[config.mk]
export PLATFORM = sky130hd
export DESIGN_NAME = rtg_pixel_decode
export DESIGN_NICKNAME = d
export VERILOG_FILES = /design/src/hw/rtg_pkg.sv /design/src/hw/rtg_pixel_decode.sv
export SDC_FILE = /design/constraint.sdc
export NUM_CORES = 1
export LEC_CHECK = 0
export BUFFER_PORTS_ARGS = -buffer_cell sky130_fd_sc_hd__buf_2
export CAP_MARGIN = 20
export CORE_AREA = 5 5 42 44
export DETAILED_ROUTE_END_ITERATION = 16
export DIE_AREA = 0 0 47 49
export PLACE_DENSITY = 0.76
export RECOVER_POWER = 25
export SLEW_MARGIN = 20
export SYNTH_ARGS = -nofsm -noshare
export SYNTH_HDL_FRONTEND = slang
export SYNTH_SLANG_ARGS = --single-unit
[constraint.sdc]
create_clock -name vclk -period 2.3
set_input_delay 0.46 -clock vclk [all_inputs]
set_output_delay 0.46 -clock vclk [all_outputs]
set_load 0.02 [all_outputs]
[src/hw/rtg_pkg.sv]
package rtg_pkg;

	////////////////////////////////////////////////////////////////////
	// Widths shared across the RTG display path
	////////////////////////////////////////////////////////////////////

	parameter int COLOR_W    = 8;   // One output colour channel
	parameter int PIXW_W     = 4;   // Pixel clock divider setting
	parameter int CLUT_DEPTH = 256; // Palette entries
	parameter int CLUT_IDX_W = 8;   // Palette index

	////////////////////////////////////////////////////////////////////
	// One fetched pixel word, three ways of reading it
	////////////////////////////////////////////////////////////////////

	typedef union packed {
		struct packed {
			logic [4:0] r;
			logic [5:0] g;      // Green gets the spare bit in 565
			logic [4:0] b;
		} hc16;
		struct packed {
			logic       unused; // Top bit ignored in 555
			logic [4:0] r;
			logic [4:0] g;
			logic [4:0] b;
		} hc15;
		struct packed {
			logic [CLUT_IDX_W-1:0] hi; // First pixel on screen
			logic [CLUT_IDX_W-1:0] lo; // Second pixel
		} idx;
	} pixel_word_t;

endpackage
[src/hw/rtg_pixel_decode.sv]
`timescale 1ns/1ps

module rtg_pixel_decode (
	input  rtg_pkg::pixel_word_t           rtg_dat,
	input  logic                           byte_sel,    // Already delayed one clock
	input  logic                           rtg_16bit,   // 565 when set, else 555
	output logic [rtg_pkg::COLOR_W-1:0]    hc_r,
	output logic [rtg_pkg::COLOR_W-1:0]    hc_g,
	output logic [rtg_pkg::COLOR_W-1:0]    hc_b,
	output logic [rtg_pkg::CLUT_IDX_W-1:0] clut_rd_idx
);
	import rtg_pkg::*;

	////////////////////////////////////////////////////////////////////
	// Field expansion
	////////////////////////////////////////////////////////////////////

	// Top bits repeated into the low end so full scale stays full scale
	function automatic logic [COLOR_W-1:0] expand5(input logic [4:0] f);
		return {f, f[4 -: COLOR_W-5]};
	endfunction

	function automatic logic [COLOR_W-1:0] expand6(input logic [5:0] f);
		return {f, f[5 -: COLOR_W-6]};
	endfunction

	////////////////////////////////////////////////////////////////////
	// High colour
	////////////////////////////////////////////////////////////////////

	always_comb begin
		if (rtg_16bit) begin
			hc_r = expand5(rtg_dat.hc16.r);
			hc_g = expand6(rtg_dat.hc16.g);  // Six bits of green
			hc_b = expand5(rtg_dat.hc16.b);
		end else begin
			hc_r = expand5(rtg_dat.hc15.r);  // Bit 15 ignored
			hc_g = expand5(rtg_dat.hc15.g);
			hc_b = expand5(rtg_dat.hc15.b);
		end
	end

	////////////////////////////////////////////////////////////////////
	// Palette index
	////////////////////////////////////////////////////////////////////

	// High byte is the left pixel of the pair
	assign clut_rd_idx = byte_sel ? rtg_dat.idx.lo : rtg_dat.idx.hi;

endmodule

==> metrics.md <==
| Metric | Value |
|---|---|
| Run status | `finished clean` |
| RSZ-0062 raised after global routing | `false` |
| Chip Width | `47 µm` |
| Worst-Margin Slew | `0.367 ns` |
| Final cycle utilization of the critical path | `0.779` |
| Seq Cell Count | `0` |
| DR DRC count | `0` |
| Slew Limit Fails | `0` |
| Die Area | `0.00230 mm²` |
| DR pass1 iterations | `1` |
| First-pass GRT wire length | `1.64 mm` |
| Met1 wire length | `382 µm` |
| Antenna Nets Post-Route | `0` |
| Critical Path RT | `1.84 ns` |
| Multi-input logic area | `274 µm²` |
| Seq/Total Area, Yosys | `0` |
| Register area | `0 µm²` |
| Core Rows | `14` |
| Core ar. | `0.00140 mm²` |
| Die Ht | `49 µm` |
| VDD IR max | `0.0000912 V` |
| Fin nets | `91` |
| CP Max Fanout | `13` |
| # IOs | `50` |
| Highest metal used | `met3` |
| Total number of vias | `373` |
| Vias/cell | `4.29` |
| Vias in the first global route | `371` |
| Layout area overhead | `43.3%` |
| Total power | `0.161 mW` |
| Synth unique cells | `5` |
| Global-route usage over all layers | `0.0891` |
| Min-Delay Path Class | `in -> out` |
| Mapped Cells | `34` |
| Resized Gates After CTS | `0` |
| Max_slew headroom | `0.755` |
| Largest net degree at the start of global routing | `14` |
| Element type at the critical path start | `input port` |
| Netlist Area Pre-Place | `373 µm²` |
| PD cells | `301 mW/mm²` |
| DRT iter0 DRCs | `0` |
| Worst EP arrival | `1.33 ns` |
| Final worst path period need | `1.79 ns` |
| Global route total overflow | `0` |
| Metal3 WL | `122 µm` |
| Avg Inst Size Synth | `11.0 µm²` |
| # fillers | `155` |
| Postcts setup bufs | `0` |
| I/O Buffers | `50` |
| Hold Fails Final Rpt | `0` |
| Final setup fails | `0` |
| Maxcap violations | `0` |
| Initial antenna violation count | `0` |
| Met2 routed WL | `585 µm` |
| Hold_buf cts | `0` |
| WS Path Type | `in -> out` |
| WL/cell | `12.5 µm` |
| Leak | `0.300 nW` |
| Crit end category | `output port` |
| Setup TNS | `0 ns` |
| Routed Wire Length | `1.09 mm` |
| Max Clk Rate | `558 MHz` |
| Hpwl dp | `962 µm` |
| Starting Density | `0.266` |
| Clock buffer count | `0` |
| RePlAce Congestion | `0.617` |
| Mapped Nets | `52` |
| Synth Warn # | `0` |
| Ratio of cells with drive above 1 in the final layout | `0.887` |
| Ant. Diodes | `0` |
-- cells by family after synthesis --
family                 Yosys count  share of synthesized area
buffers and inverters           13                      0.265
muxes                           21                      0.735
-- where the power goes --
part / switching (mW) / internal (mW)
Sequential: 0 / 0
Clock: 0 / 0
Combinational: 0.0911 / 0.0696
Total: 0.0911 / 0.0696
-- metrics by stage --
stage          instance area, µm²  cells  hold WS [ns]  utilization  setup WS, ns
6_report                      534     87          1.18        0.381         0.508
5_1_grt                       534     87          1.19        0.381         0.466
4_1_cts                       544     87          1.15        0.388         0.500
3_5_place_dp                  544     87          1.15        0.388         0.502
3_3_place_gp                  544     87          1.15        0.388         0.515
2_1_floorplan                 373     34          1.03            -         0.725
-- layout make-up --
cell class / instances / share of cell area
multi-input cells: 21 / 0.513
repair buffers: 50 / 0.450
well taps: 16 / 0.0375
-- worst max-delay path, stage by stage --
cell    delay, ns
buf_2        0.32
mux2_2       0.39
buf_2        0.16
-- Yosys cell counts (all sizes together) --
cell  number  area, µm²
buf       13       98.8
mux2      21        274
-- cells in the final DEF (no fill, tap or decap), drive strengths merged --
cell and count:
buf 42, clkbuf 8, mux2 21
-- worst paths after layout --
kind / from / endpoint / slack (ns) / depth (start not counted)
max: rtg_16bit / hc_r[2] / 0.51 / 3
min: rtg_dat[1] / hc_b[4] / 1.18 / 2
-- per-layer routing --
metal  global-route usage  vias up
met3                    0        0
met5                    0        -
met1                0.107      162
li1                     -      186
met4                    0        0
met2                0.176       25
(Power assumes the default switching activity.)
