File: config.mk
export PLATFORM = sky130hd
export DESIGN_NAME = rtg_vblank_extend
export DESIGN_NICKNAME = d
export VERILOG_FILES = /design/src/hw/rtg_vblank_extend.sv
export SDC_FILE = /design/constraint.sdc
export NUM_CORES = 1
export LEC_CHECK = 0
export BUFFER_PORTS_ARGS = -buffer_cell sky130_fd_sc_hd__buf_2
export CAP_MARGIN = 0
export CELL_PAD_IN_SITES_DETAIL_PLACEMENT = 0
export CELL_PAD_IN_SITES_GLOBAL_PLACEMENT = 1
export CORE_MARGIN = 2
export CORE_UTILIZATION = 33
export DETAILED_ROUTE_END_ITERATION = 16
export GPL_TIMING_DRIVEN = 0
export PLACE_DENSITY_LB_ADDON = 0.08
export SLEW_MARGIN = 20
export SYNTH_ARGS = -nofsm -noshare
export SYNTH_HDL_FRONTEND = slang
export SYNTH_SLANG_ARGS = --single-unit
File: constraint.sdc
create_clock -name CLK_114 -period 1.35 [get_ports CLK_114]
set_clock_uncertainty 0.1 [all_clocks]
set_input_delay 0.2025 -clock CLK_114 [delete_from_list [all_inputs] [get_ports CLK_114]]
set_output_delay 0.2025 -clock CLK_114 [all_outputs]
set_load 0.03 [all_outputs]
File: src/hw/rtg_vblank_extend.sv
`timescale 1ns/1ps

module rtg_vblank_extend #(
	parameter int VBEND_W = 7
) (
	input  logic               CLK_114,
	input  logic               rst,
	input  logic               vblank,     // Chipset vertical blank
	input  logic               hs,
	input  logic [VBEND_W-1:0] vb_end,     // Extra lines to hold blank
	output logic               rtg_vblank
);

	logic [VBEND_W-1:0] line_ctr;
	logic               hs_d;
	logic               hs_rise;

	// Own copy of hsync for edge detection
	always_ff @(posedge CLK_114) begin
		if (rst)
			hs_d <= 1'b0;
		else
			hs_d <= hs;
	end

	assign hs_rise = hs & ~hs_d;

	////////////////////////////////////////////////////////////////////
	// Line counter after chipset vblank
	////////////////////////////////////////////////////////////////////

	always_ff @(posedge CLK_114) begin
		if (rst) begin
			rtg_vblank <= 1'b1;
			line_ctr   <= '0;
		end else if (vblank) begin
			rtg_vblank <= 1'b1;          // Hold blank and restart count
			line_ctr   <= '0;
		end else if (line_ctr == vb_end) begin
			rtg_vblank <= 1'b0;          // Enough lines passed
		end else if (hs_rise) begin
			line_ctr <= line_ctr + 1'b1; // One more line
		end
	end

	// The counter stops at vb_end, so no wrap until the next vblank
	// Programming vb_end to zero drops blank right after vblank ends

endmodule

==> results of run 1 <==
-- power breakdown --
group          internal, uW  switching (uW)
Sequential              266            2.50
Clock                   114             102
Combinational          39.5            46.1
Total                   420             150
-- metrics by stage --
step	utilization	std cells	power, uW
after floorplan	-	58	318.8
after global placement	0.4169	85	349.8
after detailed placement	0.4169	85	349.6
after CTS	0.4867	93	576.0
after global routing	0.4867	93	591.0
final	0.4867	93	570.4
-- what timing repair did --
item	in CTS	in global routing
buffers inserted	4	0
setup endpoints to repair	8	8
gates resized for setup	13	0
pin swaps	4	0
-- worst register-to-register path: cells and delay by family (launching register included) --
family	cells	cell delay, ps
buffers and inverters	1	170
xor gates and xnor gates	1	150
and+or+nand+nor	2	340
DFF	1	350
AOI/OAI and AO/OA	1	240
-- layer usage --
metal  vias up  share of wire  GRT usage
met2         9           0.45     0.2353
met3         2          0.028    0.02449
li1        241              -          -
met1       241           0.51     0.2015
met4         0          0.012     0.1091
met5         -              0          0
-- final timing paths --
path                from         end  slack (ps)  depth (start not counted)
max          line_ctr[0]  rtg_vblank        -110                          5
min                   hs        hs_d          80                          2
max reg2reg  line_ctr[0]  rtg_vblank        -110                          5
min reg2reg   rtg_vblank  rtg_vblank         360                          1
-- cells by family after synthesis --
family / after synthesis / share of synthesized area
AND/OR/NAND/NOR: 27 / 0.3043
flip-flops: 9 / 0.3396
AO/OA/AOI/OAI: 7 / 0.08490
XOR/XNOR: 7 / 0.1156
multiplexers: 7 / 0.1321
adder cells (fa/ha/maj): 1 / 0.02358
-- cell usage after synthesis --
cell and instances:
a211o_1 1, a21boi_2 1, a21oi_1 5, and4b_1 1
dfxtp_1 9, ha_1 1, mux2i_1 7, nand2_1 10
nand2_2 1, nand4_1 3, nor2_1 1, nor2b_1 2
nor3_1 1, nor3b_1 1, nor4_4 1, or3_1 5
or3_2 1, xor2_1 7
-- cell type report --
type,count,share of cell area
Tap cell,16,0.02730
Sequential cell,9,0.2645
Timing Repair Buffer,15,0.1212
Multi-Input combinational cell,49,0.5512
Clock buffer,4,0.03584
-- state kept, by name, summed over array words and instances, names as in the netlist --
signal      count
line_ctr        7
hs_d            1
rtg_vblank      1
==> flow_metrics.py, run 1 <==
metrics = {
    "global_route": {
        "antenna_found_initial": 0,
        "grt_remaining_overflow": 0,
        "grtUsageTotal": 0.1555,
        "grt_pass1_vias": 494,
        "grt_max_degree": 10,
        "grt_pass1_wl_um": 2139,
    },
    "sta": {
        "final_max_slew_viol_count": 0,
        "maxSlewHeadroom": 0.6209,
        "max_freq_ghz": 0.6868,
        "final.min_clock_period_ps": 1456,
        "layout_setup_ws_ps": -106.0,
        "rsz0062_at_grt": "yes",
        "setup_violations": 8,
        "fin_hold_ws_ps": 83.88,
        "tns_ps": -303.1,
        "tightest_slew_ps": 566.6,
        "final_hold_viol_count": 0,
        "timing.final.crit_share": 1.079,
    },
    "layout": {
        "register_area_um2": 193.9,
        "area_delta_synth_final_pct": 38.21,
        "fin_area_um2": 733.2,
        "mostFrequentLayoutCells": "buf_2 (11), nand2_1 (10), mux2i_1 (7), xor2_2 (6)",
        "fillers": 160,
        "nets": 90,
        "diodes": 0,
        "drive_gt1_frac": 0.4805,
        "final_common_cell": "buf_2",
        "multi_input_area_um2": 404.1,
    },
    "power_and_ir_drop": {
        "irDropWorstVdd_uv": 531.5,
        "leakagePower_uw": 0.0002875,
        "power_per_cell_area_nw_per_um2": 777.9,
    },
    "floorplan": {
        "std_cell_rows": 14,
        "dieArea_um2": 1944,
        "die_w_um": 44.10,
        "initial_core_util": 0.3522,
        "ios": 12,
        "fp.dieH_um": 44.10,
        "core-area_um2": 1506,
    },
    "routing": {
        "drc": 0,
        "wl_per_cell_um": 13.71,
        "viasPerCell": 5.301,
        "num_vias": 493,
        "wirelength_um": 1275,
        "drtIter0Drc": 11,
        "antenna_left": 0,
        "drtPass1Iterations": 4,
    },
    "placement": {
        "placed_area_um2": 628.1,
        "pre_cts_slack_ps": -229.3,
        "gp_congestion": 0.7159,
        "hpwl_um": 880.1,
        "io_buffers": 11,
    },
    "clock_network": {
        "clkTransAtPathRegs_ps": 70,
        "cts_root_buf": "clkbuf_4",
        "hold_buffers": 0,
        "cts_sinks": 9,
        "clk_latency_ps": 260,
        "numCtsBuffers": 3,
        "clock_path_buffers": 2,
        "h-tree-depth": 1,
        "cts_tree": "built",
    },
    "yosys": {
        "syn_nets": 70,
        "synthCells": 58,
        "synth_seq_cells": 9,
        "ys_top_cells_by_area": "dfxtp_1 (34%), mux2i_1 (13%), xor2_1 (12%)",
        "yosysWarnings": 0,
        "synth-seq-area-share": 0.3396,
        "syn-cell-area_um2": 530.5,
        "synth_cell_types": 18,
        "yosysTopAreaCellShare": 0.3396,
        "yosys.area.top_type": "dfxtp_1",
        "syn-mean-instance-area_um2": 9.147,
    },
    "setup_path": {
        "crit_chain": "xor2_2 -> nor4_4 -> buf_6 -> nand2_2 -> a211o_1",
        "criticalPathCategory": "reg2reg",
        "cp-end-kind": "register",
        "critPathBufInv": 1,
        "max_stage_delay_ps": 350,
        "critPathMaxFanout": 7,
        "path_delay_family": "flip-flops",
        "crit_arrival_ps": 1510,
        "startpoint_type": "register",
        "required_ps": 1410,
        "slowest_stage": "dfxtp_4",
    },
    "hold_path": {
        "hold_path_class": "in2reg",
    },
    "run": {
        "maxCapViolations": 0,
    },
    "outcome": {
        "violations": "negative setup slack",
        "status": "complete, but fails checks",
    },
}
Power figures use the tool's default switching activity.
==> inputs of run 2 (changes only) <==
SKIP_CTS_REPAIR_TIMING = 1   (was not set)
==> run 2 against run 1 <==
Compared with the run above: the run still ends with negative setup slack left; power decreased by 0.63%; core utilization shrank 0.17 points; first-iteration DRC count is 36% lower; count of clock-buffer cells in the layout unchanged; cell area fell by 0.34%; combinational power down 4.6%.
==> flow_metrics.py, run 2 (synthesized netlist as in run 1, its figures left out) <==
metrics = {
    "outcome": {
        "status": "complete, but fails checks",
        "violations": "negative setup slack",
    },
    "power_and_ir_drop": {
        "power_per_cell_area_nw_per_um2": 775.7,
        "irDropWorstVdd_uv": 521.2,
        "leakagePower_uw": 0.0002851,
    },
    "routing": {
        "drtIter0Drc": 7,
        "drtPass1Iterations": 4,
        "wl_per_cell_um": 13.48,
        "drc": 0,
        "num_vias": 490,
        "antenna_left": 0,
        "viasPerCell": 5.326,
        "wirelength_um": 1240,
    },
    "layout": {
        "register_area_um2": 193.9,
        "final_common_cell": "buf_2",
        "diodes": 0,
        "multi_input_area_um2": 409.1,
        "largest_register_ff_count": 7,
        "nets": 89,
        "drive_gt1_frac": 0.4868,
        "fin_area_um2": 730.7,
        "mostFrequentLayoutCells": "buf_2 (11), nand2_1 (10), mux2i_1 (7), xor2_2 (6)",
        "area_delta_synth_final_pct": 37.74,
        "fillers": 163,
        "largest-register": "line_ctr",
        "top_regs": "line_ctr x7, hs_d x1, rtg_vblank x1",
    },
    "floorplan": {
        "die_w_um": 44.10,
        "initial_core_util": 0.3522,
        "core-area_um2": 1506,
        "fp.dieH_um": 44.10,
        "std_cell_rows": 14,
        "ios": 12,
        "dieArea_um2": 1944,
    },
    "setup_path": {
        "criticalPathCategory": "reg2reg",
        "startpoint_type": "register",
        "cp-end-kind": "register",
        "critPathMaxFanout": 7,
        "crit_arrival_ps": 1490,
        "required_ps": 1400,
    },
    "clock_network": {
        "clock_path_buffers": 2,
        "numCtsBuffers": 3,
        "clk_latency_ps": 260,
        "cts_sinks": 9,
        "cts_tree": "built",
        "clkTransAtPathRegs_ps": 70,
        "cts_root_buf": "clkbuf_4",
        "h-tree-depth": 1,
    },
    "sta": {
        "final_max_slew_viol_count": 0,
        "max_freq_ghz": 0.6967,
        "tightest_slew_ps": 563.2,
        "rsz0062_at_grt": "yes",
        "setup_violations": 7,
        "final_hold_viol_count": 0,
        "timing.final.crit_share": 1.063,
        "fin_hold_ws_ps": 83.23,
        "final.min_clock_period_ps": 1435,
        "maxSlewHeadroom": 0.6232,
        "layout_setup_ws_ps": -85.31,
    },
    "placement": {
        "pre_cts_slack_ps": -229.3,
        "gp_congestion": 0.7159,
        "io_buffers": 11,
        "hpwl_um": 880.1,
        "placed_area_um2": 628.1,
    },
    "global_route": {
        "antenna_found_initial": 0,
        "grt_max_degree": 10,
        "grt_pass1_wl_um": 1918,
        "grt_pass1_vias": 462,
        "grt_remaining_overflow": 0,
        "grtUsageTotal": 0.1393,
    },
    "run": {
        "maxCapViolations": 0,
    },
    "hold_path": {
        "hold_path_class": "in2reg",
    },
}
run 2: path summary, 6_finish.rpt:
kind / from / endpoint / slack [ps] / cells past startpoint
max: line_ctr[1] / rtg_vblank / -90 / 5
min: hs / hs_d / 80 / 2
max reg2reg: line_ctr[1] / rtg_vblank / -90 / 5
min reg2reg: rtg_vblank / rtg_vblank / 360 / 1
run 2: per-stage QoR:
step / total power [uW] / util / setup TNS, ps / std cells
floorplan: 318.8 / - / -177.3 / 58
global placement: 349.8 / 0.4169 / -1595 / 85
detailed placement: 349.6 / 0.4169 / -1578 / 85
CTS: 566.5 / 0.4344 / -1526 / 89
global route: 589.0 / 0.4851 / -673.5 / 92
finish: 566.8 / 0.4851 / -172.2 / 92
run 2: final cells by class:
cell class	count	area share
Clock buffer	4	0.03596
Multi-Input combinational cell	49	0.5599
Sequential cell	9	0.2654
Tap cell	16	0.02740
Timing Repair Buffer	14	0.1113
run 2: power by group:
group / internal, uW / total (uW) / leakage (uW) / switching (uW)
clock network: 114 / 215 / 0.0000150 / 101
logic: 37.8 / 81.7 / 0.000193 / 43.9
registers: 266 / 270 / 0.0000770 / 4.16
total: 418 / 567 / 0.000285 / 149
run 2: routing by layer:
layer / vias to the layer above / wire length, um / global-route usage
met4: 0 / 15 / 0.1091
li1: 242 / - / -
met5: - / 0 / 0
met2: 13 / 568 / 0.2147
met1: 233 / 606 / 0.1709
met3: 2 / 49 / 0.02449
run 2: critical path, cell delays in order (launching register included):
cell and delay, ps:
dfxtp_4 350, xor2_2 150, nor4_4 280, buf_6 170, nand2_2 50, a211o_1 240
