$ cat src/hw/rtg_pkg.sv
package rtg_pkg;

	////////////////////////////////////////////////////////////////////
	// Widths shared across the RTG display path
	////////////////////////////////////////////////////////////////////

	parameter int COLOR_W    = 8;   // One output colour channel
	parameter int PIXW_W     = 4;   // Pixel clock divider setting
	parameter int CLUT_DEPTH = 256; // Palette entries
	parameter int CLUT_IDX_W = 8;   // Palette index

	////////////////////////////////////////////////////////////////////
	// One fetched pixel word, three ways of reading it
	////////////////////////////////////////////////////////////////////

	typedef union packed {
		struct packed {
			logic [4:0] r;
			logic [5:0] g;      // Green gets the spare bit in 565
			logic [4:0] b;
		} hc16;
		struct packed {
			logic       unused; // Top bit ignored in 555
			logic [4:0] r;
			logic [4:0] g;
			logic [4:0] b;
		} hc15;
		struct packed {
			logic [CLUT_IDX_W-1:0] hi; // First pixel on screen
			logic [CLUT_IDX_W-1:0] lo; // Second pixel
		} idx;
	} pixel_word_t;

endpackage
$ cat src/hw/rtg_pixel_timing.sv
`timescale 1ns/1ps

module rtg_pixel_timing (
	input  logic                      CLK_114,
	input  logic                      rst,
	input  logic                      rtg_ena,
	input  logic                      rtg_clut_mode,
	input  logic                      scandbl_off,
	input  logic [rtg_pkg::PIXW_W-1:0] pixel_width, // Clocks per fetch minus one
	input  logic                      rtg_vblank,
	input  logic                      hblank,
	output logic                      pixel_req,   // Fetch strobe to the pixel source
	output logic                      byte_sel,    // Low = high byte of the word
	output logic                      blank_d2,
	output logic                      vga_pixel
);
	import rtg_pkg::*;

	localparam int NAT_CTR_W = 3; // Native strobe every 8 clocks

	logic                 blank;
	logic                 blank_d;
	logic [PIXW_W-1:0]    pixel_ctr;
	logic                 pixel_req_d;
	logic                 sel;        // Byte alternation, set mid fetch period
	logic                 clut_pixel;
	logic [NAT_CTR_W-1:0] nat_ctr;
	logic                 nat_strobe;

	assign blank = rtg_vblank | hblank;

	////////////////////////////////////////////////////////////////////
	// Fetch divider
	////////////////////////////////////////////////////////////////////

	assign pixel_req = rtg_ena & ~blank & (pixel_ctr == pixel_width);

	always_ff @(posedge CLK_114) begin
		if (rst) begin
			pixel_ctr   <= '0;
			pixel_req_d <= 1'b0;
			sel         <= 1'b0;
			byte_sel    <= 1'b0;
		end else begin
			pixel_req_d <= pixel_req;
			byte_sel    <= sel;                  // Delayed copy picks the byte
			if (pixel_ctr == (pixel_width >> 1))
				sel <= 1'b1;                     // Second index halfway through
			if (blank || pixel_req) begin
				pixel_ctr <= '0;
				sel       <= 1'b0;               // Back to the high byte
			end else begin
				pixel_ctr <= pixel_ctr + 1'b1;
			end
		end
	end

	// Rising edge of the alternation gives the second palette pixel
	assign clut_pixel = sel & ~byte_sel;

	////////////////////////////////////////////////////////////////////
	// Blank delay line
	////////////////////////////////////////////////////////////////////

	always_ff @(posedge CLK_114) begin
		if (rst) begin
			blank_d  <= 1'b1; // Start out blanked
			blank_d2 <= 1'b1;
		end else begin
			blank_d  <= blank;
			blank_d2 <= blank_d;
		end
	end

	////////////////////////////////////////////////////////////////////
	// Native pixel strobe
	////////////////////////////////////////////////////////////////////

	always_ff @(posedge CLK_114) begin
		if (rst)
			nat_ctr <= NAT_CTR_W'(1); // Keeps the strobe quiet out of reset
		else if (scandbl_off)
			nat_ctr <= {nat_ctr[NAT_CTR_W-1:1], 1'b0} + NAT_CTR_W'(2); // Step two, even only
		else
			nat_ctr <= nat_ctr + 1'b1;
	end

	assign nat_strobe = (nat_ctr == '0);

	// Exported strobe for the downstream dither stage
	assign vga_pixel = rtg_ena ? (pixel_req_d | (clut_pixel & rtg_clut_mode)) : nat_strobe;

endmodule

$ cat config.mk
export PLATFORM = sky130hd
export DESIGN_NAME = rtg_pixel_timing
export DESIGN_NICKNAME = d
export VERILOG_FILES = /design/src/hw/rtg_pkg.sv /design/src/hw/rtg_pixel_timing.sv
export SDC_FILE = /design/constraint.sdc
export NUM_CORES = 1
export LEC_CHECK = 0
export ABC_CLOCK_PERIOD_IN_PS = 1300
export BUFFER_PORTS_ARGS = -buffer_cell sky130_fd_sc_hd__buf_2
export CAP_MARGIN = 20
export CORE_AREA = 2 2 39 41
export DETAILED_ROUTE_END_ITERATION = 12
export DIE_AREA = 0 0 41 43
export PLACE_DENSITY = 0.63
export SLEW_MARGIN = 20
export SYNTH_ARGS = -nofsm -noshare
export SYNTH_HDL_FRONTEND = slang
export SYNTH_SLANG_ARGS = --single-unit
$ cat constraint.sdc
create_clock -name CLK_114 -period 1.3 [get_ports CLK_114]
set_input_delay 0.195 -clock CLK_114 [delete_from_list [all_inputs] [get_ports CLK_114]]
set_output_delay 0.195 -clock CLK_114 [all_outputs]
set_load 0.005 [all_outputs]
==> metrics.txt, run 1 <==
Worst Max-Slew Pin Slew 0.286 ns; Area contributors post-synth dfxtp_1, a211oi_1, xnor2_1, xor2_1, ha_1; Worst slew margin 80.9%; vias in the first global route 428; Finish-stage setup viols 1; Max Fclk 684 MHz; Die X-Extent 41 um; number of diodes 0; CTS tree done; most frequent cells in the layout buf_2, dfxtp_1, a211oi_1; # rows 14; worst slack, placed 0.0577 ns; PwrDens 1080 mW/mm2; area grow syn2layout 30.4%; DR iter-0 viols 13; grt ovf 0; Placed Area 683 um2; most common cell after layout, fill and taps aside buf_2; critical-path maximum fanout 2; Final GP Congestion 0.784; DRC Markers 0; RSZ-0062 raised after global routing yes; CP arrival 1.27 ns; critical path required time 1.11 ns; H-Tree Depth 1; CORE AREA 0.00138 mm2; share of the synthesized area in the top cell type 42.3%; Clock transition at path regs 0.08 ns; # clock sinks 12; Netlist cell types 22; Final Hold Fails 0; DRT Pass-1 Iters 4; Hold Crit Class in -> reg; WL final 1050 um; CTS buffer count 3; crit path capture type output pin; fin crit share 112%; Max-Cap Viols 0; crit path kind reg -> out; failing checks setup timing; VDD IR max 0.499 mV; post-placement cell count 86; Post-DRT Antenna Nets 0; Sum Neg Setup Slack -0.161 ns; largest net degree at the start of global routing 8; Tmin final 1.46 ns; post-synth top area cell dfxtp_1; routed vias 454; Clock Skew 0.000450 ns; initial core utilization 41.0%; fin nets 90; worst skew pair latency 0.28 ns; Die Span Y 43 um; vias per cell 4.99; Post-Syn Instances 53; Post-Syn Nets 67; Avg Synthesized Cell Area 10.7 um2; Syn. warnings 0; count of port buffers added during placement 14; root buffer selected by CTS clkbuf_4; Leak 0.000336 uW; Clock Path Buffers 2; setup ws final -0.161 ns; final count of pins violating max slew 0; fin cells 91; status complete, but fails checks; first-pass GRT wire length 1790 um; routed length per instance 11.5 um; Yosys reg bits 12; fin area 741 um2; full die area 0.00176 mm2; GRT Util Overall 15.4%; startpoint type of the worst setup path flip-flop; post-detail-place hpwl 771 um; initial antenna violation count 0; share of cells above drive strength 1 41.3%; Synth Cell Area 568 um2; sequential cell area fraction in the yosys report 42.3%; I/O pin cnt 15
[flip-flops by register name, indices dropped and copies added, names as in the netlist]
| register | count |
|---|---|
| blank_d | 1 |
| blank_d2 | 1 |
| sel | 1 |
| byte_sel | 1 |
| pixel_ctr | 4 |
| nat_ctr | 3 |
| pixel_req_d | 1 |
[worst max-delay path, stage by stage, from the launching register on]
cell and delay (ns):
dfxtp_2 0.35, xor2_2 0.16, nor4b_4 0.23, and2_1 0.15, buf_2 0.10
[cell type report]
type / count / area [um2]
Clock buffer: 4 / 36.3
Fill cell: 138 / 643
Tap cell: 16 / 20.0
Sequential cell: 12 / 246
Inverter: 4 / 15.0
Timing Repair Buffer: 19 / 108
Multi-Input combinational cell: 36 / 315
[metrics by stage]
| step | hold slack, ns | power, uW | utilization, % |
|---|---|---|---|
| 2_1_floorplan | 0.267 | 454 | - |
| 5_1_grt | 0.163 | 830 | 53.5 |
| 6_report | 0.137 | 797 | 53.5 |
| 4_1_cts | 0.133 | 800 | 53.4 |
| 3_3_place_gp | 0.390 | 493 | 49.4 |
| 3_5_place_dp | 0.396 | 494 | 49.4 |
[what timing repair did]
item | CTS | global route
pin swaps | 1 | 0
hold buffers | 0 | 0
setup buffers | 1 | 0
setup endpoints to repair | 2 | 2
resized for setup | 6 | 1
[worst paths after layout]
check / start / to / slack, ns / cells past startpoint
worst max-delay path: pixel_ctr[1] / pixel_req / -0.16 / 4
worst min-delay path: scandbl_off / nat_ctr[0] / 0.14 / 2
worst max register to register: pixel_ctr[0] / pixel_ctr[3] / 0.14 / 4
worst min register to register: blank_d / blank_d2 / 0.41 / 1
[layer usage]
metal,track usage (%),up-vias,routed length (um)
met2,23.4,10,492
met3,3.14,4,42
met4,8.00,0,29
met1,19.7,212,486
met5,0,-,0
li1,-,228,-
[cells in the mapped netlist]
cell type,n
a211oi_1,6
a41oi_1,1
and2_1,1
and3b_1,2
buf_2,1
dfxtp_1,12
ha_1,3
inv_1,4
mux2i_1,1
nand2b_1,1
nand3_1,1
nor2_1,2
nor2b_1,1
nor3_4,1
nor4b_4,1
o21ai_0,1
o21ai_1,1
o21bai_1,1
or2_1,1
or3_1,1
xnor2_1,5
xor2_1,5
[cell families (layout without fill, tap and decap cells)]
kind of cell,Yosys count,after routing,synth area share [%]
xor gates and xnor gates,10,10,15.4
adders and majority gates,3,3,6.61
buffers and inverters,5,27,3.52
and+or+nand+nor,12,12,17.8
AOI/OAI and AO/OA,10,10,12.6
muxes,1,1,1.76
DFF,12,12,42.3
[where the power goes]
group | total, uW | switching (uW) | internal [uW]
logic | 98.1 | 48.7 | 49.3
registers | 393 | 9.82 | 384
clock network | 305 | 135 | 171
No activity file was read; power rests on OpenSTA's default activity.
==> run 2: changes to the inputs <==
ABC_CLOCK_PERIOD_IN_PS = 1650   (was 1300)
clock period = 1.65 ns   (was 1.3 ns; I/O delays follow)
==> metrics.txt, run 2 (same netlist as run 1, synthesis figures left out) <==
Post-DRT Antenna Nets 0 (unchanged); Slowest-stage cell, CP dfxtp_1; first-pass GRT wire length 1590 um (-11%); vias in the first global route 395 (-7.7%); most common cell after layout, fill and taps aside buf_2; I/O pin cnt 15 (unchanged); Leak 0.000310 uW (-7.7%); final count of pins violating max slew 0 (unchanged); fin crit share 95.1%; met1 Track Usage GR 16.8% (-3.0 points); share of cells above drive strength 1 29.6% (-12 points); Sum Neg Setup Slack 0 ns (+0.161 ns); grt ovf 0 (unchanged); routed length per instance 11.8 um (+2.5%); area grow syn2layout 21.6%; critical-path maximum fanout 4 (+2); post-placement cell count 84 (-2.3%); full die area 0.00176 mm2 (unchanged); DR iter-0 viols 0 (-13); max FFs per register 4 (unchanged); Final GP Congestion 0.754 (-3.8%); # clock sinks 12 (unchanged); Clock transition at path regs 0.07 ns (about the same); Final Hold Fails 0 (unchanged); biggest regs pixel_ctr: 4 flops, nat_ctr: 3 flops; fin cells 87 (-4.4%); VDD IR max 0.397 mV (-20%); startpoint type of the worst setup path flip-flop; vias per cell 4.87 (-2.3%); largest register by flop count pixel_ctr; routed vias 424 (-6.6%); most used routing layer met2; met2 Track Usage GR 20.3% (-3.1 points); Worst Max-Slew Pin Slew 0.267 ns (-0.0191 ns); fill count 133 (-3.6%); Max-Cap Viols 0 (unchanged); root buffer selected by CTS clkbuf_4; worst skew pair latency 0.27 ns (about the same); Setup Fix Bufs, Post-CTS 0 (-1); CP arrival 1.32 ns (+0.05 ns); post-detail-place hpwl 803 um (+4.2%); GRT Util Overall 14.2% (-1.3 points); CORE AREA 0.00138 mm2 (unchanged); critical path required time 1.40 ns (+0.29 ns); most frequent cells in the layout buf_2, dfxtp_1, a211oi_1; fin nets 87 (-3.3%); Util after Layout 49.9% (-3.6 points); Die X-Extent 41 um (unchanged); post-CTS sizing 0 (-6); # rows 14 (unchanged); met3 Use GR 3.14% (unchanged); status finished, final reports clean; Finish-stage setup viols 0 (-1); crit path capture type output pin; Tmin final 1.57 ns; CTS tree done; initial core utilization 41.0% (unchanged); DRT Pass-1 Iters 1 (-3); RSZ-0062 raised after global routing no; largest net degree at the start of global routing 8 (unchanged); crit path kind reg -> out; Die Span Y 43 um (unchanged); Max Fclk 637 MHz; hold_buf cts 0 (unchanged); DRC Markers 0 (unchanged); initial antenna violation count 0 (unchanged); count of port buffers added during placement 14 (unchanged); WHS 0.212 ns (+0.0752 ns); Max stage delay on crit path 0.41 ns (+0.06 ns); H-Tree Depth 1 (unchanged); Hold Crit Class in -> reg; CTS buffer count 3 (unchanged); number of diodes 0 (unchanged); worst-path cell chain xor2_1, nor4b_4, and2_1, buf_2; Clock Path Buffers 2 (unchanged); Clock Skew 0.000446 ns (-0.00000378 ns); PwrDens 810 mW/mm2 (-25%); Worst slew margin 82.1% (+1.3 points); WL final 1030 um (-2.0%)
## run 2: cell count changes in the layout (fill, tap and decap cells not counted), sizes merged
| cell | previous run | this run |
|---|---|---|
| buf | 19 | 16 |
| clkbuf | 4 | 3 |
## run 2: routing by layer
layer,wire (um),up-vias
li1,-,221
met1,470,195
met2,515,6
met3,36,2
met4,8,0
met5,0,-
## run 2: stage by stage
stage / area, um2 / power, uW / setup slack [ns]
after CTS: 691 / 568 / 0.0704
final: 691 / 560 / 0.0807
after floorplan: 568 / 358 / 0.408
after detailed placement: 668 / 390 / 0.351
after global routing: 691 / 588 / 0.0316
after global placement: 668 / 388 / 0.368
## run 2: critical path: cells and delay by family, from the launching register on
family                 cells  cell delay, ns
AND/OR/NAND/NOR            2            0.41
flip-flops                 1            0.41
XOR/XNOR                   1            0.13
buffers and inverters      1            0.10
## run 2: cell type report
type / instances / area [um2] / area share [%]
sequential: 12 / 240 / 34.8
inverter: 4 / 15.0 / 2.17
multi-input combinational: 36 / 308 / 44.6
timing repair buffer: 16 / 85.1 / 12.3
tap: 16 / 20.0 / 2.90
clock buffer: 3 / 22.5 / 3.26
## run 2: final timing paths
kind / end / slack (ns) / startpoint / cells after the start
worst max-delay path: pixel_req / 0.08 / pixel_ctr[1] / 4
worst max register to register: pixel_ctr[1] / 0.41 / pixel_ctr[1] / 4
worst min-delay path: nat_ctr[0] / 0.21 / scandbl_off / 2
worst min register to register: blank_d2 / 0.41 / blank_d / 1
## run 2: report_power, final
group	internal [uW]	switching, uW
combinational	36.6	35.8
clock	84.4	92.5
sequential	301	8.92
total	422	137
