[config.mk]
export PLATFORM = sky130hd
export DESIGN_NAME = video_out_mix
export DESIGN_NICKNAME = d
export VERILOG_FILES = /design/src/hw/rtg_pkg.sv /design/src/hw/video_out_mix.sv
export SDC_FILE = /design/constraint.sdc
export NUM_CORES = 1
export LEC_CHECK = 0
export BUFFER_PORTS_ARGS = -buffer_cell sky130_fd_sc_hd__buf_2
export CAP_MARGIN = 0
export CORE_MARGIN = 2
export CORE_UTILIZATION = 47
export DETAILED_ROUTE_END_ITERATION = 6
export PLACE_DENSITY = 0.84
export SETUP_SLACK_MARGIN = 0.2
export SLEW_MARGIN = 20
export SYNTH_ARGS = -nofsm -noshare
export SYNTH_HDL_FRONTEND = slang
export SYNTH_SLANG_ARGS = --single-unit
[constraint.sdc]
create_clock -name CLK_114 -period 1.9 [get_ports CLK_114]
set_input_delay 0.19 -clock CLK_114 [delete_from_list [all_inputs] [get_ports CLK_114]]
set_output_delay 0.19 -clock CLK_114 [all_outputs]
set_load 0.005 [all_outputs]
[src/hw/rtg_pkg.sv]
package rtg_pkg;

	////////////////////////////////////////////////////////////////////
	// Widths shared across the RTG display path
	////////////////////////////////////////////////////////////////////

	parameter int COLOR_W    = 8;   // One output colour channel
	parameter int PIXW_W     = 4;   // Pixel clock divider setting
	parameter int CLUT_DEPTH = 256; // Palette entries
	parameter int CLUT_IDX_W = 8;   // Palette index

	////////////////////////////////////////////////////////////////////
	// One fetched pixel word, three ways of reading it
	////////////////////////////////////////////////////////////////////

	typedef union packed {
		struct packed {
			logic [4:0] r;
			logic [5:0] g;      // Green gets the spare bit in 565
			logic [4:0] b;
		} hc16;
		struct packed {
			logic       unused; // Top bit ignored in 555
			logic [4:0] r;
			logic [4:0] g;
			logic [4:0] b;
		} hc15;
		struct packed {
			logic [CLUT_IDX_W-1:0] hi; // First pixel on screen
			logic [CLUT_IDX_W-1:0] lo; // Second pixel
		} idx;
	} pixel_word_t;

endpackage
[src/hw/video_out_mix.sv]
`timescale 1ns/1ps

module video_out_mix (
	input  logic                       CLK_114,
	input  logic                       rst,
	input  logic                       rtg_ena,
	input  logic                       rtg_clut_mode,
	input  logic                       blank_d2,
	input  logic [rtg_pkg::COLOR_W-1:0] hc_r,        // High colour, straight from decode
	input  logic [rtg_pkg::COLOR_W-1:0] hc_g,
	input  logic [rtg_pkg::COLOR_W-1:0] hc_b,
	input  logic [rtg_pkg::COLOR_W-1:0] clut_r,      // Palette, already registered
	input  logic [rtg_pkg::COLOR_W-1:0] clut_g,
	input  logic [rtg_pkg::COLOR_W-1:0] clut_b,
	input  logic [rtg_pkg::COLOR_W-1:0] nat_r,       // Native chipset colour
	input  logic [rtg_pkg::COLOR_W-1:0] nat_g,
	input  logic [rtg_pkg::COLOR_W-1:0] nat_b,
	input  logic                       hs,
	input  logic                       vs,
	input  logic                       cs,
	input  logic                       hsync_pol,
	input  logic                       vsync_pol,
	input  logic                       invert_sync,
	input  logic                       osd_window,
	input  logic                       osd_pixel,
	output logic [rtg_pkg::COLOR_W-1:0] vga_r,
	output logic [rtg_pkg::COLOR_W-1:0] vga_g,
	output logic [rtg_pkg::COLOR_W-1:0] vga_b,
	output logic                       vga_hs,
	output logic                       vga_vs,
	output logic                       vga_cs
);
	import rtg_pkg::*;

	logic [COLOR_W-1:0] hc_r_d, hc_g_d, hc_b_d;
	logic [COLOR_W-1:0] sel_r, sel_g, sel_b;
	logic               rtg_on;
	logic [1:0]         osd_rg;  // Overlay code for red and green
	logic [1:0]         osd_bl;  // Blue differs when the OSD pixel is off
	logic               sync_inv;

	// OSD code on top, colour shifted down beneath it
	function automatic logic [COLOR_W-1:0] osd_blend(input logic win, input logic [1:0] code,
		input logic [COLOR_W-1:0] c);
		return win ? {code, c[COLOR_W-1:2]} : c;
	endfunction

	////////////////////////////////////////////////////////////////////
	// Colour select
	////////////////////////////////////////////////////////////////////

	// Matches the palette read register
	always_ff @(posedge CLK_114) begin
		hc_r_d <= hc_r;
		hc_g_d <= hc_g;
		hc_b_d <= hc_b;
	end

	assign rtg_on = rtg_ena & ~blank_d2; // Native colour during RTG blank

	assign sel_r = rtg_on ? (rtg_clut_mode ? clut_r : hc_r_d) : nat_r;
	assign sel_g = rtg_on ? (rtg_clut_mode ? clut_g : hc_g_d) : nat_g;
	assign sel_b = rtg_on ? (rtg_clut_mode ? clut_b : hc_b_d) : nat_b;

	assign osd_rg = osd_pixel ? 2'b11 : 2'b00;
	assign osd_bl = osd_pixel ? 2'b11 : 2'b10; // Bluish OSD background

	// Native modes may need the syncs flipped for some monitors
	assign sync_inv = ~rtg_ena & invert_sync;

	////////////////////////////////////////////////////////////////////
	// Output registers
	////////////////////////////////////////////////////////////////////

	always_ff @(posedge CLK_114) begin
		if (rst) begin
			vga_r  <= '0;
			vga_g  <= '0;
			vga_b  <= '0;
			vga_hs <= 1'b0;
			vga_vs <= 1'b0;
			vga_cs <= 1'b0;
		end else begin
			vga_r  <= osd_blend(osd_window, osd_rg, sel_r);
			vga_g  <= osd_blend(osd_window, osd_rg, sel_g);
			vga_b  <= osd_blend(osd_window, osd_bl, sel_b);
			vga_hs <= hs ^ hsync_pol ^ sync_inv;
			vga_vs <= vs ^ vsync_pol ^ sync_inv;
			vga_cs <= cs;                   // Composite sync as is
		end
	end

endmodule

==> results.yml, run 1 <==
critical_path:
  cp-end-kind: "flop"
  worst_ep_required_time_ns: 2.07
  cp-start-kind: "input port"
  cp_num_buf_inv: 2
  slowest_delay_ns: 0.36
  slowest_stage: "buf_4"
  path_max_fanout: 25
  worstSetupPathType: "input port to flop"
  cpLargestDelayFamily: "buffers and inverters"
  reg2reg_slack_ns: 0.83
  crit_arrival_ns: 1.36
  cp_cell_sequence: "buf_2 -> buf_4 -> nor2b_1 -> a211oi_2 -> o32ai_1"
die:
  rows: 24
  chipWidth_microns: 70.08
  initial_core_util_pct: 48.12
  core_sq_um: 4264
  die_h_microns: 70.08
  ios: 112
  die-area_sq_um: 4911
cts:
  post_cts_resize_count: 0
  cts_sinks: 51
  cts.path.max_buffers: 2
  cts_htree_levels: 2
  cts_inserted_buffers: 5
  path_clk_slew_ns: 0.09
  clk_latency_ns: 0.31
  cts_root_buf: "clkbuf_8"
  cts_tree: "done"
timing:
  fin_worst_skew_ns: 0.01176
  worst_pin_slew_ns: 0.5929
  finalHoldViolations: 0
  slew_violations: 0
  slew_headroom_pct: 60.33
  fin_crit_ns: 1.184
  max_freq_mhz: 844.5
  rsz0062_at_grt: "false"
  min_period_over_period_pct: 62.32
  setup_violations: 0
  setup-tns-final_ns: 0
yosys:
  synth_top_family_by_area: "compound AO/OA/AOI/OAI gates"
  synth_compound_area_share_pct: 24.57
  netlist_area_sq_um: 2052
  synthesis.nets: 280
  synth-xor-area-share_pct: 1.707
  ys_types: 24
  synthAdderAreaFrac_pct: 0
  synthSimpleGateAreaFrac_pct: 15.06
  syn_area_per_cell_sq_um: 10.52
  ys_warn_count: 0
  synthesis.instances: 195
  muxShareOfSynthArea_pct: 3.659
  ys_seq_area_share_pct: 49.76
  synth_seq_cells: 51
detailed_routing:
  drtIter0Drc: 175
  via_per_inst: 5.245
  drt-total-wl_microns: 5458
  wl_per_cell_microns: 14.40
  drt_pass1_iterations: 4
  antenna_left: 0
  drc: 0
  vias: 1988
pwr:
  clkPwrFrac_pct: 28.4
  p_leak_uw: 0.001293
  cellInternalPower_uw: 1614
  switchingPower_uw: 551.4
  switching_share_pct: 25.47
  max-vdd-ir-drop_v: 0.0004863
  seq_power_share_pct: 53.7
  combPwrFrac_pct: 18.0
  p_per_area_nw_per_um2: 740.4
final_layout:
  drive_gt1_share_pct: 44.34
  nets: 411
  multiInputGateArea_sq_um: 923.4
  syn_to_final_growth_pct: 42.50
  antenna_cells: 0
  nFillCells: 345
  regArea_sq_um: 1021
  fin_area_sq_um: 2924
global_routing:
  grt_pass1_vias: 1992
  grt_max_degree: 26
  grt_remaining_overflow: 0
  grtUsageTotal_pct: 22.47
  grt_pass1_wl_microns: 8673
  antenna_found_initial: 0
placement:
  io_buffers: 111
  routabilityCongestion: 0.8150
  dpl_cell_area_sq_um: 2595
  dp_hpwl_microns: 3933
run:
  maxCapViolCount: 0
min_path:
  hold_class: "input port to flop"
run_status:
  status: "finished, final reports clean"
timing repair:
| item | CTS | global route |
|---|---|---|
| hold endpoints to repair | 24 | 0 |
| hold buffers | 24 | 0 |
| setup buffers | 0 | 0 |
final timing paths:
kind,from,end,cells after the start
min,cs,vga_cs,2
max,rtg_clut_mode,vga_b[2],5
max reg2reg,hc_r_d[4],vga_r[2],3
min reg2reg,hc_r_d[6],vga_r[4],3
power groups by stage:
stage               clock network [uW]  logic (uW)  registers (uW)
floorplan                            0         179            1190
global placement                     0         342            1190
detailed placement                   0         345            1190
CTS                                627         385            1160
global route                       668         424            1170
finish                             614         389            1160
stage by stage:
| stage | power [uW] | hold WS (ns) | setup slack (ns) | std cells | utilization [%] |
|---|---|---|---|---|---|
| 2_1_floorplan | 1371 | 0.2177 | 0.9237 | 195 | - |
| 3_3_place_gp | 1528 | 0.2923 | 0.4283 | 347 | 60.86 |
| 3_5_place_dp | 1532 | 0.2936 | 0.4015 | 347 | 60.86 |
| 4_1_cts | 2174 | 0.09421 | 0.7153 | 379 | 68.57 |
| 5_1_grt | 2261 | 0.1087 | 0.6321 | 379 | 68.57 |
| 6_report | 2165 | 0.09638 | 0.7159 | 379 | 68.57 |
cell families (layout without fill, tap and decap cells):
logic type | Yosys count | count (layout)
AOI/OAI and AO/OA | 67 | 67
xor gates and xnor gates | 4 | 4
buffers and inverters | 15 | 147
DFF | 51 | 51
muxes | 5 | 5
and+or+nand+nor | 53 | 53
cells in the final DEF (no fill, tap or decap):
master,count
nor2_1,15
mux2_4,5
and2b_4,4
a211oi_2,12
clkbuf_8,5
nor3b_2,1
nor2b_1,16
o22ai_1,6
or2_1,1
and2b_1,2
dfxtp_1,51
nand2_1,6
buf_4,4
o31ai_1,1
buf_2,111
dlygate4sd3_1,24
o21ai_1,4
clkinv_2,1
nand3b_1,5
clkinvlp_4,2
o21ai_0,20
o32ai_1,12
a211oi_1,7
xnor2_1,4
nand2b_1,3
a31oi_1,5
worst reg2reg max path, stage by stage (launching register included):
cell      delay, ns
dfxtp_1        0.30
nor2b_1        0.12
a211oi_1       0.38
o32ai_1        0.17
synthesized netlist by cell type, drive strengths merged:
cell type | number | area (sq um)
nor3b | 1 | 12.51
and2b | 6 | 55.05
nor2b | 16 | 100.1
xnor2 | 4 | 35.03
or2 | 1 | 6.260
o22ai | 6 | 37.54
dfxtp | 51 | 1021
nand2b | 3 | 18.77
buf | 15 | 107.6
nor2 | 15 | 56.30
nand3b | 5 | 37.54
a31oi | 5 | 31.28
mux2 | 5 | 75.07
a211oi | 19 | 202.7
o32ai | 12 | 105.1
o21ai | 24 | 120.1
o31ai | 1 | 7.510
nand2 | 6 | 22.52
routing by layer:
layer	wire length, microns	vias to the layer above	track usage [%]
li1	-	973	-
met1	2182	899	26.79
met2	2695	92	36.83
met3	329	24	4.906
met4	251	0	13.68
met5	0	-	0
registers in the layout (all words and copies together) (netlist names):
register,count
hc_g_d,8
vga_r,8
vga_vs,1
vga_hs,1
hc_r_d,8
vga_b,8
vga_g,8
vga_cs,1
hc_b_d,8
final cells by class:
class | instances | area share [%]
Tap cell | 52 | 2.225
Sequential cell | 51 | 34.92
Clock inverter | 3 | 0.6846
Timing Repair Buffer | 139 | 28.24
Clock buffer | 5 | 2.353
Multi-Input combinational cell | 129 | 31.58
(Power assumes the default switching activity.)
==> inputs of run 2 (changes only) <==
CORE_UTILIZATION = 40   (was 47)
PLACE_DENSITY = 0.76   (was 0.84)
clock period = 1 ns   (was 1.9 ns; I/O delays follow)
==> run 2 against run 1 <==
Effect of this change: critical path depth fell by 2; final cell count rose by 8.2%; critical path type is now flop to flop; first-iteration DRC count fell by 53%; clock skew rose by 0.0012 ns; count of clock-buffer cells in the layout unchanged; combinational power increased by 130%; largest power group unchanged.
==> results.yml, run 2 (synthesis gave the netlist of run 1 again) <==
run_status:
  status: "finished, final reports clean"
global_routing:
  grt_pass1_vias: 1916
  grt_max_degree: 22
  antenna_found_initial: 0
  grt_pass1_wl_microns: 8535
  grt_remaining_overflow: 0
  grtUsageTotal_pct: 20.46
critical_path:
  path_max_fanout: 2
  slowest_delay_ns: 0.30
  cp-start-kind: "flop"
  worstSetupPathType: "flop to flop"
  slowest_stage: "dfxtp_1"
  rr_worst_depth: 3
  r2r_start: "hc_r_d[5]"
  critPathCapture: "vga_r[5]"
  cp-end-kind: "flop"
  rr_endpoint: "vga_r[5]"
  reg2reg_slack_ns: 0.08
  cp_cell_sequence: "and2b_4 -> a211oi_4 -> o32ai_2"
  crit_arrival_ns: 1.12
  crit_start: "hc_r_d[5]"
  worst_ep_required_time_ns: 1.20
placement:
  dp_hpwl_microns: 4296
  place_ws_ns: -0.1606
  io_buffers: 111
  routabilityCongestion: 0.8042
  dpl_cell_area_sq_um: 2748
  dp_cells: 376
detailed_routing:
  drt_pass1_iterations: 4
  drtIter0Drc: 83
  wl_per_cell_microns: 14.77
  antenna_left: 0
  vias: 2012
  drt-total-wl_microns: 6054
  via_per_inst: 4.907
  drc: 0
cts:
  cts_inserted_buffers: 5
  cts_sinks: 51
  clk_latency_ns: 0.31
  cts_root_buf: "clkbuf_8"
  path_clk_slew_ns: 0.10
  cts.path.max_buffers: 2
  cts_htree_levels: 2
  cts_tree: "done"
timing:
  rsz0062_at_grt: "true"
  slew_violations: 0
  finalHoldViolations: 0
  setup-tns-final_ns: 0
  setup_violations: 0
  layout_setup_ws_ns: 0.07734
  max_freq_mhz: 1084
  fin_crit_ns: 0.9227
  fin_worst_skew_ns: 0.01294
  slew_headroom_pct: 72.76
  worst_pin_slew_ns: 0.4068
  min_period_over_period_pct: 92.27
min_path:
  hold_class: "input port to flop"
run:
  maxCapViolCount: 0
die:
  ios: 112
  chipWidth_microns: 75.63
  core_sq_um: 5042
  initial_core_util_pct: 40.69
  rows: 26
  die-area_sq_um: 5719
  die_h_microns: 75.63
final_layout:
  syn_to_final_growth_pct: 60.43
  nFillCells: 415
  final_cell_mix: "105 x buf_2, 41 x dfxtp_1, 25 x dlygate4sd3_1, 19 x o21ai_0, 13 x buf_4"
  drive_gt1_share_pct: 54.41
  antenna_cells: 0
  nets: 424
  multiInputGateArea_sq_um: 1077
  fin_area_sq_um: 3292
  regArea_sq_um: 1033
  final_cells: 410
  layout_commonest_cell: "buf_2"
pwr:
  p_leak_uw: 0.001438
  max-vdd-ir-drop_v: 0.0006656
  p_per_area_nw_per_um2: 1386
==> run 2: cell count changes in the layout (fill, tap and decap cells not counted), moves of 6 or more <==
cell / change
buf_4: +9
buf_2: -6
dfxtp_2: +10
a211oi_4: +6
dfxtp_1: -10
buf_6: +6
==> run 2: per-layer routing <==
metal	part of all wire [%]	track usage (%)
met5	0	0
met4	2.3	7.212
met3	5.6	5.291
met2	53	37.68
met1	39	22.64
==> run 2: layout make-up <==
type | instances | share of cell area, %
well taps | 70 | 2.661
multi-input cells | 130 | 32.73
clock buffers | 5 | 2.090
clock inverters | 3 | 1.330
flip-flops and latches | 51 | 31.39
repair buffers | 151 | 29.80
==> run 2: worst min path at each step <==
stage / start / endpoint / slack [ns] / depth (start not counted)
floorplan: hc_b[0] / hc_b_d[0] / 0.13 / 0
global placement: hc_g[5] / hc_g_d[5] / 0.20 / 1
detailed placement: hc_g[1] / hc_g_d[1] / 0.20 / 1
CTS: rst / vga_b[7] / 0.03 / 2
global route: rst / vga_b[7] / 0.03 / 2
finish: rst / vga_b[7] / 0.03 / 2
==> run 2: worst max-delay path: cells and delay by family, from the launching register on <==
kind	cells	cell delay, ns
AND/OR/NAND/NOR	1	0.16
flip-flops	1	0.30
AO/OA/AOI/OAI	2	0.36
==> run 2: per-stage QoR <==
step	hold WS (ns)	total power [uW]	utilization, %
6_report	0.03459	4561	65.29
5_1_grt	0.02837	4749	65.29
4_1_cts	0.02578	4490	62.80
3_5_place_dp	0.2036	2974	54.49
3_3_place_gp	0.2026	2962	54.49
2_1_floorplan	0.1277	2622	-
==> run 2: where the power goes <==
part	total, uW	leakage, uW	switching, uW	internal [uW]
clock network	1440	0.0000581	699	746
logic	897	0.000950	395	502
registers	2220	0.000430	39.8	2180
==> run 2: timing repair <==
item                                    CTS  global route
gates cloned                              0             1
hold endpoints to repair                 25             0
pin swaps                                11             7
endpoints found under the setup margin   51            51
buffers inserted                          0             0
gates resized for setup                  15            26
hold buffers                             25             0
